$ cat config.mk
export PLATFORM = sky130hd
export DESIGN_NAME = gpio_io_top
export DESIGN_NICKNAME = d
export VERILOG_FILES = /design/src/logic/gpio_io_pkg.sv /design/src/logic/gpio_io_top.sv /design/src/logic/button_debounce.sv /design/src/logic/gpio_bank.sv /design/src/logic/axi_io_bridge.sv
export SDC_FILE = /design/constraint.sdc
export NUM_CORES = 1
export LEC_CHECK = 0
export ABC_AREA = 1
export ABC_CLOCK_PERIOD_IN_PS = 10150
export BUFFER_PORTS_ARGS = -buffer_cell sky130_fd_sc_hd__buf_2
export CORE_UTILIZATION = 40
export DETAILED_ROUTE_END_ITERATION = 10
export PLACE_DENSITY = 0.71
export SLEW_MARGIN = 30
export SYNTH_ARGS = -nofsm -noshare
export SYNTH_HDL_FRONTEND = slang
export SYNTH_HIERARCHICAL = 1
export SYNTH_SLANG_ARGS = --single-unit
$ cat constraint.sdc
create_clock -name clk -period 10.15 [get_ports clk]
set_input_delay 1.5225 -clock clk [delete_from_list [all_inputs] [get_ports clk]]
set_output_delay 1.5225 -clock clk [all_outputs]
set_load 0.02 [all_outputs]
$ cat src/logic/gpio_io_pkg.sv
// shared widths, address map, enums and bus structs for the GPIO I/O subsystem
package gpio_io_pkg;

   // **************************************************
   // widths
   // **************************************************
   localparam int ID_W   = 4;
   localparam int ADDR_W = 16;
   localparam int DATA_W = 32;
   localparam int STRB_W = 4;
   localparam int GPIO_W = 32;
   localparam int BTN_W  = 5;

   // a synchronized button level must hold this many cycles in a row before it is accepted
   localparam int DEBOUNCE_CYCLES = 16;

   // address bit 8 picks the bank: 0 is board GPIO at 0x000, 1 is buttons at 0x100
   localparam int BANK_SEL_BIT = 8;

   // **************************************************
   // encodings
   // **************************************************

   // register offset taken from address bits 4 to 2, offsets 5 to 7 are unmapped
   typedef enum logic [2:0] {
      REG_IN   = 3'd0,  // byte offset 0x00, pad levels, read only
      REG_OUT  = 3'd1,  // byte offset 0x04, pad output values
      REG_OE   = 3'd2,  // byte offset 0x08, pad output enables
      REG_INTE = 3'd3,  // byte offset 0x0C, rising edge interrupt enables
      REG_INTS = 3'd4   // byte offset 0x10, interrupt status, write 1 to clear
   } gpio_reg_e;

   typedef enum logic [1:0] {
      RESP_OKAY   = 2'd0,
      RESP_SLVERR = 2'd2
   } axi_resp_e;

   typedef enum logic [2:0] {
      ST_IDLE,
      ST_WB_WR,
      ST_WB_RD,
      ST_RESP_B,
      ST_RESP_R
   } bridge_state_e;

   // **************************************************
   // AXI channel payloads, valid and ready travel beside them
   // **************************************************
   typedef struct packed {
      logic [ID_W-1:0]   id;
      logic [ADDR_W-1:0] addr;
   } axi_aw_t;

   typedef struct packed {
      logic [DATA_W-1:0] data;
      logic [STRB_W-1:0] strb;
   } axi_w_t;

   typedef struct packed {
      logic [ID_W-1:0] id;
      axi_resp_e       resp;
   } axi_b_t;

   typedef struct packed {
      logic [ID_W-1:0]   id;
      logic [ADDR_W-1:0] addr;
   } axi_ar_t;

   typedef struct packed {
      logic [ID_W-1:0]   id;
      logic [DATA_W-1:0] data;
      axi_resp_e         resp;
      logic              last;
   } axi_r_t;

   // Wishbone request from the bridge, stb also serves as cyc
   typedef struct packed {
      logic [2:0]        adr;  // register offset only, a gpio_reg_e value or unmapped
      logic [DATA_W-1:0] dat;
      logic [STRB_W-1:0] sel;
      logic              we;
      logic              stb;
   } wb_req_t;

   // answer from one bank, exactly one of ack or err per cycle
   typedef struct packed {
      logic [DATA_W-1:0] dat;
      logic              ack;
      logic              err;
   } wb_rsp_t;

endpackage
$ cat src/logic/gpio_io_top.sv
// peripheral I/O top level with an AXI slave port, board GPIO and debounced pushbuttons
module gpio_io_top import gpio_io_pkg::*; (
   input  logic              clk,
   input  logic              i_rst_n,
   // AXI slave port
   input  axi_aw_t           i_aw,
   input  logic              i_awvalid,
   output logic              o_awready,
   input  axi_w_t            i_w,
   input  logic              i_wvalid,
   output logic              o_wready,
   output axi_b_t            o_b,
   output logic              o_bvalid,
   input  logic              i_bready,
   input  axi_ar_t           i_ar,
   input  logic              i_arvalid,
   output logic              o_arready,
   output axi_r_t            o_r,
   output logic              o_rvalid,
   input  logic              i_rready,
   // pads, no tristate cells here so in, out and enable are separate
   input  logic [GPIO_W-1:0] i_gpio_in,
   output logic [GPIO_W-1:0] o_gpio_out,
   output logic [GPIO_W-1:0] o_gpio_oe,
   input  logic [BTN_W-1:0]  i_btn,
   output logic              o_irq
);

   wb_req_t          wb_req;
   logic             gpio_sel;
   logic             btn_sel;
   wb_rsp_t          gpio_rsp;
   wb_rsp_t          btn_rsp;
   logic [BTN_W-1:0] btn_db;
   logic             gpio_irq;
   logic             btn_irq;

   // **************************************************
   // bus bridge
   // **************************************************
   axi_io_bridge axi_io_bridge_i (
      .clk        (clk),
      .i_rst_n    (i_rst_n),
      .i_aw       (i_aw),
      .i_awvalid  (i_awvalid),
      .o_awready  (o_awready),
      .i_w        (i_w),
      .i_wvalid   (i_wvalid),
      .o_wready   (o_wready),
      .o_b        (o_b),
      .o_bvalid   (o_bvalid),
      .i_bready   (i_bready),
      .i_ar       (i_ar),
      .i_arvalid  (i_arvalid),
      .o_arready  (o_arready),
      .o_r        (o_r),
      .o_rvalid   (o_rvalid),
      .i_rready   (i_rready),
      .o_wb_req   (wb_req),
      .o_gpio_sel (gpio_sel),
      .o_btn_sel  (btn_sel),
      .i_gpio_rsp (gpio_rsp),
      .i_btn_rsp  (btn_rsp)
   );

   // **************************************************
   // GPIO banks
   // **************************************************
   gpio_bank #(.WIDTH(GPIO_W)) board_gpio (
      .clk       (clk),
      .i_rst_n   (i_rst_n),
      .i_wb_req  (wb_req),
      .i_sel     (gpio_sel),
      .o_wb_rsp  (gpio_rsp),
      .i_pad_in  (i_gpio_in),
      .o_pad_out (o_gpio_out),
      .o_pad_oe  (o_gpio_oe),
      .o_irq     (gpio_irq)
   );

   // buttons are cleaned up before the bank sees them
   button_debounce button_debounce_i (
      .clk      (clk),
      .i_rst_n  (i_rst_n),
      .i_btn    (i_btn),
      .o_btn_db (btn_db)
   );

   // button pads are input only, their out and enable registers drive nothing
   gpio_bank #(.WIDTH(BTN_W)) button_gpio (
      .clk       (clk),
      .i_rst_n   (i_rst_n),
      .i_wb_req  (wb_req),
      .i_sel     (btn_sel),
      .o_wb_rsp  (btn_rsp),
      .i_pad_in  (btn_db),
      .o_pad_out (),
      .o_pad_oe  (),
      .o_irq     (btn_irq)
   );

   // one shared level interrupt for both banks
   assign o_irq = gpio_irq | btn_irq;

endmodule

$ cat src/logic/button_debounce.sv
// pushbutton filter that passes a level only after it has held for DEBOUNCE_CYCLES cycles
module button_debounce import gpio_io_pkg::*; (
   input  logic             clk,
   input  logic             i_rst_n,
   input  logic [BTN_W-1:0] i_btn,
   output logic [BTN_W-1:0] o_btn_db
);

   localparam int CNT_W = $clog2(DEBOUNCE_CYCLES + 1);

   logic [BTN_W-1:0] btn_meta;
   logic [BTN_W-1:0] btn_sync;
   logic [BTN_W-1:0] btn_db;
   logic [CNT_W-1:0] cnt [BTN_W];

   always_ff @(posedge clk or negedge i_rst_n) begin
      if (!i_rst_n) begin
         btn_meta <= '0;
         btn_sync <= '0;
         btn_db   <= '0;
         for (int i = 0; i < BTN_W; i++) begin
            cnt[i] <= '0;
         end
      end else begin
         btn_meta <= i_btn;
         btn_sync <= btn_meta;
         for (int i = 0; i < BTN_W; i++) begin
            if (btn_sync[i] == btn_db[i]) begin
               // level agrees with the output, so any partial count was a bounce
               cnt[i] <= '0;
            end else if (cnt[i] == CNT_W'(DEBOUNCE_CYCLES - 1)) begin
               // the last of DEBOUNCE_CYCLES differing cycles in a row
               btn_db[i] <= btn_sync[i];
               cnt[i]    <= '0;
            end else begin
               cnt[i] <= cnt[i] + 1'b1;
            end
         end
      end
   end

   assign o_btn_db = btn_db;

endmodule

$ cat src/logic/gpio_bank.sv
// GPIO register bank with input synchronizer, output and enable registers and edge interrupts
module gpio_bank import gpio_io_pkg::*; #(
   parameter int WIDTH = GPIO_W
) (
   input  logic             clk,
   input  logic             i_rst_n,
   input  wb_req_t          i_wb_req,
   input  logic             i_sel,
   output wb_rsp_t          o_wb_rsp,
   input  logic [WIDTH-1:0] i_pad_in,
   output logic [WIDTH-1:0] o_pad_out,
   output logic [WIDTH-1:0] o_pad_oe,
   output logic             o_irq
);

   // two flop synchronizer plus one more stage for edge detection
   logic [WIDTH-1:0]  pad_meta;
   logic [WIDTH-1:0]  pad_sync;
   logic [WIDTH-1:0]  pad_last;
   logic [WIDTH-1:0]  pad_rise;

   logic [WIDTH-1:0]  out_q;
   logic [WIDTH-1:0]  oe_q;
   logic [WIDTH-1:0]  inte_q;
   logic [WIDTH-1:0]  ints_q;
   logic [WIDTH-1:0]  ints_clr;

   gpio_reg_e         reg_sel;
   logic              mapped;
   logic              access;
   logic              wr_en;
   logic [WIDTH-1:0]  wmask;
   logic [WIDTH-1:0]  wdata;
   logic [WIDTH-1:0]  rd_val;
   logic [DATA_W-1:0] rd_ext;

   logic              rsp_ack;
   logic              rsp_err;
   logic [DATA_W-1:0] rsp_dat;

   // **************************************************
   // register decode
   // **************************************************
   assign reg_sel = gpio_reg_e'(i_wb_req.adr);

   always_comb begin
      mapped = 1'b1;
      rd_val = '0;
      case (reg_sel)
         REG_IN:   rd_val = pad_sync;
         REG_OUT:  rd_val = out_q;
         REG_OE:   rd_val = oe_q;
         REG_INTE: rd_val = inte_q;
         REG_INTS: rd_val = ints_q;
         default:  mapped = 1'b0;
      endcase
      // narrow banks read back with zeros above WIDTH
      rd_ext              = '0;
      rd_ext[WIDTH-1:0]   = rd_val;
   end

   // each register bit follows the strobe of the byte it sits in
   always_comb begin
      for (int i = 0; i < WIDTH; i++) begin
         wmask[i] = i_wb_req.sel[i / 8];
      end
   end

   assign wdata = i_wb_req.dat[WIDTH-1:0];

   // a cycle is served once, the answer itself ends it
   assign access = i_sel && i_wb_req.stb && !rsp_ack && !rsp_err;
   assign wr_en  = access && mapped && i_wb_req.we;

   // write 1 to clear, only bits enabled by the byte strobes
   assign ints_clr = (wr_en && reg_sel == REG_INTS) ? (wdata & wmask) : '0;
   assign pad_rise = pad_sync & ~pad_last;

   // **************************************************
   // control registers
   // **************************************************
   always_ff @(posedge clk or negedge i_rst_n) begin
      if (!i_rst_n) begin
         pad_meta <= '0;
         pad_sync <= '0;
         pad_last <= '0;
         out_q    <= '0;
         oe_q     <= '0;
         inte_q   <= '0;
         ints_q   <= '0;
         rsp_ack  <= 1'b0;
         rsp_err  <= 1'b0;
      end else begin
         pad_meta <= i_pad_in;
         pad_sync <= pad_meta;
         pad_last <= pad_sync;
         rsp_ack  <= access && mapped;
         rsp_err  <= access && !mapped;
         // REG_IN writes are acknowledged and dropped
         if (wr_en && reg_sel == REG_OUT) begin
            out_q <= (out_q & ~wmask) | (wdata & wmask);
         end
         if (wr_en && reg_sel == REG_OE) begin
            oe_q <= (oe_q & ~wmask) | (wdata & wmask);
         end
         if (wr_en && reg_sel == REG_INTE) begin
            inte_q <= (inte_q & ~wmask) | (wdata & wmask);
         end
         // a new edge in the same cycle as a clear keeps its bit set
         ints_q <= (ints_q & ~ints_clr) | (pad_rise & inte_q);
      end
   end

   // read data, zero on an unmapped offset
   always_ff @(posedge clk) begin
      if (access) begin
         rsp_dat <= mapped ? rd_ext : '0;
      end
   end

   assign o_wb_rsp  = '{dat: rsp_dat, ack: rsp_ack, err: rsp_err};
   assign o_pad_out = out_q;
   assign o_pad_oe  = oe_q;
   assign o_irq     = |ints_q;

endmodule

$ cat src/logic/axi_io_bridge.sv
// single-beat AXI slave that turns each request into one Wishbone cycle on a GPIO bank
module axi_io_bridge import gpio_io_pkg::*; (
   input  logic    clk,
   input  logic    i_rst_n,
   // write address and data
   input  axi_aw_t i_aw,
   input  logic    i_awvalid,
   output logic    o_awready,
   input  axi_w_t  i_w,
   input  logic    i_wvalid,
   output logic    o_wready,
   // write response
   output axi_b_t  o_b,
   output logic    o_bvalid,
   input  logic    i_bready,
   // read address and data
   input  axi_ar_t i_ar,
   input  logic    i_arvalid,
   output logic    o_arready,
   output axi_r_t  o_r,
   output logic    o_rvalid,
   input  logic    i_rready,
   // Wishbone side
   output wb_req_t o_wb_req,
   output logic    o_gpio_sel,
   output logic    o_btn_sel,
   input  wb_rsp_t i_gpio_rsp,
   input  wb_rsp_t i_btn_rsp
);

   bridge_state_e     state;
   bridge_state_e     state_nxt;
   logic              run_q;

   // request captured at the handshake
   logic [ID_W-1:0]   id_q;
   logic              bank_q;
   logic [2:0]        adr_q;
   logic [DATA_W-1:0] dat_q;
   logic [STRB_W-1:0] sel_q;
   logic              we_q;

   // response captured when the bank answers
   axi_resp_e         resp_q;
   logic [DATA_W-1:0] rdata_q;

   logic              idle;
   logic              wr_hs;
   logic              rd_hs;
   logic              in_wb;
   wb_rsp_t           bank_rsp;
   logic              bank_done;

   // **************************************************
   // AXI handshakes
   // **************************************************

   // run_q holds every ready low for the first cycle after reset is released
   assign idle = run_q && (state == ST_IDLE);

   // address and data are taken together, so both valids must be up
   assign o_awready = idle && i_awvalid && i_wvalid;
   assign o_wready  = idle && i_awvalid && i_wvalid;
   assign wr_hs     = o_awready;

   // a read only goes when no complete write is on offer, writes win
   assign o_arready = idle && i_arvalid && !(i_awvalid && i_wvalid);
   assign rd_hs     = o_arready;

   // **************************************************
   // FSM
   // **************************************************
   assign in_wb = (state == ST_WB_WR) || (state == ST_WB_RD);

   // only the bank picked by the stored address can finish the cycle
   assign bank_rsp  = bank_q ? i_btn_rsp : i_gpio_rsp;
   assign bank_done = in_wb && (bank_rsp.ack || bank_rsp.err);

   always_comb begin
      state_nxt = state;
      case (state)
         ST_IDLE: begin
            if (wr_hs) begin
               state_nxt = ST_WB_WR;
            end else if (rd_hs) begin
               state_nxt = ST_WB_RD;
            end
         end
         ST_WB_WR: begin
            if (bank_done) begin
               state_nxt = ST_RESP_B;
            end
         end
         ST_WB_RD: begin
            if (bank_done) begin
               state_nxt = ST_RESP_R;
            end
         end
         // the response stays up until the master takes it
         ST_RESP_B: begin
            if (i_bready) begin
               state_nxt = ST_IDLE;
            end
         end
         ST_RESP_R: begin
            if (i_rready) begin
               state_nxt = ST_IDLE;
            end
         end
         default: state_nxt = ST_IDLE;
      endcase
   end

   always_ff @(posedge clk or negedge i_rst_n) begin
      if (!i_rst_n) begin
         state <= ST_IDLE;
         run_q <= 1'b0;
      end else begin
         state <= state_nxt;
         run_q <= 1'b1;
      end
   end

   // **************************************************
   // request and response capture
   // **************************************************
   always_ff @(posedge clk) begin
      if (wr_hs) begin
         id_q   <= i_aw.id;
         bank_q <= i_aw.addr[BANK_SEL_BIT];
         adr_q  <= i_aw.addr[4:2];
         dat_q  <= i_w.data;
         sel_q  <= i_w.strb;
         we_q   <= 1'b1;
      end else if (rd_hs) begin
         id_q   <= i_ar.id;
         bank_q <= i_ar.addr[BANK_SEL_BIT];
         adr_q  <= i_ar.addr[4:2];
         dat_q  <= '0;
         sel_q  <= '1;
         we_q   <= 1'b0;
      end
      // an error answer never returns data to the master
      if (bank_done) begin
         resp_q  <= bank_rsp.err ? RESP_SLVERR : RESP_OKAY;
         rdata_q <= bank_rsp.err ? '0 : bank_rsp.dat;
      end
   end

   // one request drives both banks, the per-bank strobe decides who answers
   assign o_wb_req   = '{adr: adr_q, dat: dat_q, sel: sel_q, we: we_q, stb: in_wb};
   assign o_gpio_sel = in_wb && !bank_q;
   assign o_btn_sel  = in_wb && bank_q;

   // responses carry the ID stored at the handshake, last is always set
   assign o_bvalid = (state == ST_RESP_B);
   assign o_b      = '{id: id_q, resp: resp_q};
   assign o_rvalid = (state == ST_RESP_R);
   assign o_r      = '{id: id_q, data: rdata_q, resp: resp_q, last: 1'b1};

endmodule

# Yosys cells after proc, flatten, opt, wreduce, memory -nomap -nowiden
# Cells that the tools add are included.
[classes]
mux = 34
addsub = 5
n_eq_ne = 23
bitwise = 34
n_reduce_logical = 50
[op_table]
columns = ["operator", "count"]
rows = [
  ["$and 32x32->32", 7],
  ["$pmux 32 s5", 1],
  ["$or 32x32->32", 4],
  ["$mux 32", 3],
  ["$not 32->32", 3],
  ["$mux 5", 11],
  ["$and 5x5->5", 7],
  ["$mux 34", 1],
  ["$reduce_or 32->1", 1],
  ["$logic_and 1x1->1", 29],
  ["$add 5x1->5 const B", 5],
  ["$eq 5x4->1 const B", 5],
  ["$pmux 5 s5", 1],
  ["$mux 3", 8],
  ["$or 5x5->5", 4],
  ["$mux 4", 4],
  ["$not 5->5", 3],
  ["$pmux 3 s5", 1],
  ["$eq 3x2->1 const B", 4],
  ["$reduce_and 2->1", 5],
  ["$reduce_or 5->1", 2],
  ["$ne 2x1->1 const B", 4],
  ["$logic_not 1->1", 7],
  ["$eq 3x1->1 const B", 2],
  ["other kinds (11)", 24],
]
[totals]
out_inout_bits = 115
regBits = 450
word_cells = 189

# Depth between registers and ports, before layout
[logic_depth]
depth_word = 13
depth_mapped = 13
depth_no_buf = 12

# Cells and area by module
# The synthesis kept the hierarchy.
[modules_own_cells]
columns = ["module", "cells_per_inst", "area_per_inst_um2", "instances"]
rows = [
  ["gpio_bank (board_gpio)", 1168, 10396.2, 1],
  ["axi_io_bridge", 417, 3826.2, 1],
  ["gpio_bank (button_gpio)", 226, 2033.2, 1],
  ["button_debounce", 176, 1617.8, 1],
  ["gpio_io_top", 3, 11.3, 1],
]

# Worst setup path before layout
# Ideal clock, no wire load.
[synth_path]
kind = "input port to output port"
from = "input i_wvalid"
to = "output o_wready"
n_path_buf = 1
required_ps = 8628
path_slack_ps = 6365
stages = 5
arrival_time_ps = 2262
cell_sequence = "nand2_1 -> inv_1 -> nand4_2 -> clkinv_1 -> buf_4"
[synth_via]
elab_chain_len = 1
[synth_rtl]
columns = ["item", "line", "source"]
rows = [
  ["start: declaration", "gpio_io_top.sv:10", "input logic i_wvalid,"],
  ["$logic_and 1x1->1", "n/a", ""],
  ["end: declaration", "gpio_io_top.sv:11", "output logic o_wready,"],
]
# Every way passes these cells.

# Worst setup path in the final report
[layout_path]
from = "input i_wvalid"
to = "output o_arready"
[layout_via]
elab_chain_len = 3
[layout_rtl]
columns = ["item", "line", "source"]
rows = [
  ["$logic_and 1x1->1", "axi_io_bridge.sv:67", "assign o_arready = idle && i_arvalid && !(i_awvalid && i_wvalid);"],
  ["$logic_not 1->1", "axi_io_bridge.sv:67", ""],
  ["$logic_and 1x1->1", "axi_io_bridge.sv:67", ""],
  ["end: declaration", "gpio_io_top.sv:17", "output logic o_arready,"],
]
# Every way passes these cells.

==> results.md <==
* CP Capture Type: output port
* Avg WL per Cell at 15.89 µm
* RSZ-0062 raised after global routing: false
* Final worst-path cycle share at 37.74%
* Endpoints failing hold at 0
* Fin. max-slew vios at 0
* Reg clk slew, reported paths at around 0.060 ns
* Reg2Reg Depth at 12
* Synthesized netlist cell count at 1990
* Avg Inst Size Synth at between 8 and 9 µm²
* Largest net degree at the start of global routing at 113
* Main synth FF type: dfrtp_1
* Placed inst area at about 19000 µm²
* Final setup viols at 0
* Number of max-cap violations at 0
* RePlAce Congestion at about 0.82
* Total GRT Usage at 20.17%
* Total grt overflow at 0
* DRT Pass-1 Iters at 5
* Port Buffers at between 200 and 250
* Number of synthesized flops with an enable pin at 114
* PostCTS Resize Cnt at 0
* Max Fclk at roughly 260 MHz
* Compound-Gate Fraction of Synth Area at around 2.6%
* Core area at 44120 µm²
* Simple-Gate Fraction of Synth Area at 25.61%
* Post-Syn Area at ~18000 µm²
* Crit-path max cell delay at 0.26 ns
* Antenna Nets Post-Route at 0
* Distinct cells, synth at 34
* Adder-cell area share of the yosys netlist at less than 1%
* Die ar. at about 46000 µm²
* Initial antenna violation count at 3
* Area occupied by multi-input gates at between 5000 and 6000 µm²
* Worst setup endpoint: o_arready
* Io pins at 235
* DP Wirelength at 28890 µm
* Max-Slew Margin vs Limit at about 36%
* Worst slew pin tran at roughly 0.96 ns
* CTS tree: built
* R2R Setup Slk at roughly 7 ns
* Final wirelength at 44640 µm
* Final Power at about 4.6 mW
* Final Cell Area at approximately 21000 µm²
* Ys Warns at 6
* Most frequent cell after synthesis: nand2_1
* Nets at 2304
* Clock skew at about 0.023 ns
* Postcts setup bufs at 0
* Site Rows at 77
* Fill cell count at 4157
* Leakage at 10.92 nW
* Die X at roughly 210 µm
* Async SR Flop Fraction at between 70% and 80%
* PwrDens at between 200 and 250 nW/µm²
* Dominant cells by area after synthesis: dfrtp_1 43%, edfxtp_1 19%, nand2_1 15%
* Via count at approximately 13k
* DRC at 0
* Fin crit period at about 3.8 ns
* Startpoint Class: primary input
* Status: finished, final reports clean
* Worst flop-to-flop path startpoint: axi_io_bridge_i/state[1]
* Post-synthesis sequential area ratio at 62.21%
* Crit-path slowest cell: nand3_1
* Most frequent cells after synthesis: 737 x nand2_1, 307 x dfrtp_1, 237 x inv_1
* Hold WS at roughly 0.35 ns
* Post-synthesis register bit count at approximately 420
* Crit path top cell by count: buf_2
* Die height at 213.5 µm
* Post-synth top area cell: dfrtp_1
* Largest family of logic cells by synthesized area: simple AND/OR/NAND/NOR gates
* Share of cells above drive strength 1 at roughly 15%
* Setup TNS at 0 ns
* CTS Sinks at 422
* Worst EP required at 8.63 ns
* Vias per cell at 4.791
* Maximum VDD drop at about 0.00012 V
* Proportion of synthesized area in mux cells at 0%
* Area Growth Syn to Fin at 16.97%
* H-Tree Depth at 2
* Worst Setup Path Type: primary input to output port
* CP startpoint: i_wvalid
* Hold Crit Class: flop to flop
* CTS Buf Count at between 40 and 50
* Hold_buf cts at 0
* First-pass GRT wire length at roughly 71000 µm
* Crit path max fanout at 4
* Worst path arrival time at approximately 2.3 ns
* Register area at between 10000 and 15000 µm²
* Critical path cell sequence: buf_2 -> a21oi_1 -> nand3_1 -> inv_1 -> buf_2
* Detailed Route Iter0 Violations at between 900 and 1k
* Skew-Pair Late Insertion Delay at ~0.57 ns
* Share of Yosys cell area claimed by the top area cell type at a little over two fifths
* Starting Density at around two fifths
* Vias in the first global route at around 13k
* CTS root buf: clkbuf_16
* Max Buffers Root-to-Sink at 3
* XOR/XNOR share of the synthesized area at less than 1%
==> cells by family after synthesis <==
| kind of cell | Yosys count |
|---|---|
| other | 3 |
| buffers and inverters | 358 |
| adders and majority gates | 5 |
| DFF | 422 |
| AOI/OAI and AO/OA | 93 |
| and+or+nand+nor | 1104 |
| xor gates and xnor gates | 5 |
==> worst min path at each step <==
stage / startpoint / to / slack, ns / cells after the start
finish: board_gpio/pad_meta[28] / board_gpio/pad_sync[28] / 0.35 / 0
global placement: button_gpio/pad_meta[3] / button_gpio/pad_sync[3] / 0.33 / 0
global route: button_gpio/pad_meta[4] / button_gpio/pad_sync[4] / 0.35 / 0
floorplan: board_gpio/pad_meta[0] / board_gpio/pad_sync[0] / 0.33 / 0
detailed placement: button_debounce_i/btn_meta[1] / button_debounce_i/btn_sync[1] / 0.33 / 0
CTS: button_gpio/pad_meta[3] / button_gpio/pad_sync[3] / 0.35 / 0
==> final cells by class <==
class,count,share of cell area [%]
repair buffers,228,6.017
diodes,1,0.01196
clock buffers,64,6.418
multi-input cells,1238,25.44
inverters,243,4.372
well taps,592,3.541
clock inverters,21,1.005
flip-flops and latches,422,53.19
==> layout by cell type, fill, tap and decap left out, drive strengths merged <==
cell      count
nand2       739
dfrtp       307
inv         243
buf         228
nor2        171
edfxtp      114
nand3        95
o21ai        91
nand4        79
clkbuf       64
conb         31
clkinv       16
nor3          8
nand3b        6
or2           6
xnor2         5
ha            5
bufinv        4
a21oi         2
diode         1
dfxtp         1
clkinvlp      1
==> where the power goes <==
group	total (mW)	switching, mW	leakage (nW)	internal [mW]
Combinational	0.735	0.520	5.09	0.215
Sequential	2.12	0.152	5.06	1.97
Clock	1.71	0.688	0.768	1.03
Total	4.57	1.36	10.9	3.21
==> worst max-delay path, delay by kind of cell <==
kind            cells  cell delay (ns)
compound gates      1             0.14
buf+inv             3             0.38
simple gates        1             0.26
==> metal layers <==
layer | wire length (µm) | track usage (%)
met5 | 10 | 0
met4 | 1494 | 8.916
met3 | 3072 | 3.998
met2 | 20950 | 32.85
met1 | 19110 | 26.14
==> per-stage QoR <==
stage | setup slack [ns] | instances | utilization [%]
after floorplan | 6.365 | 2018 | -
after global placement | 6.290 | 2719 | 43.69
after detailed placement | 6.235 | 2721 | 43.79
after CTS | 6.329 | 2806 | 47.31
after global routing | 6.253 | 2808 | 47.40
final | 6.319 | 2809 | 47.41
Power figures use the tool's default switching activity.
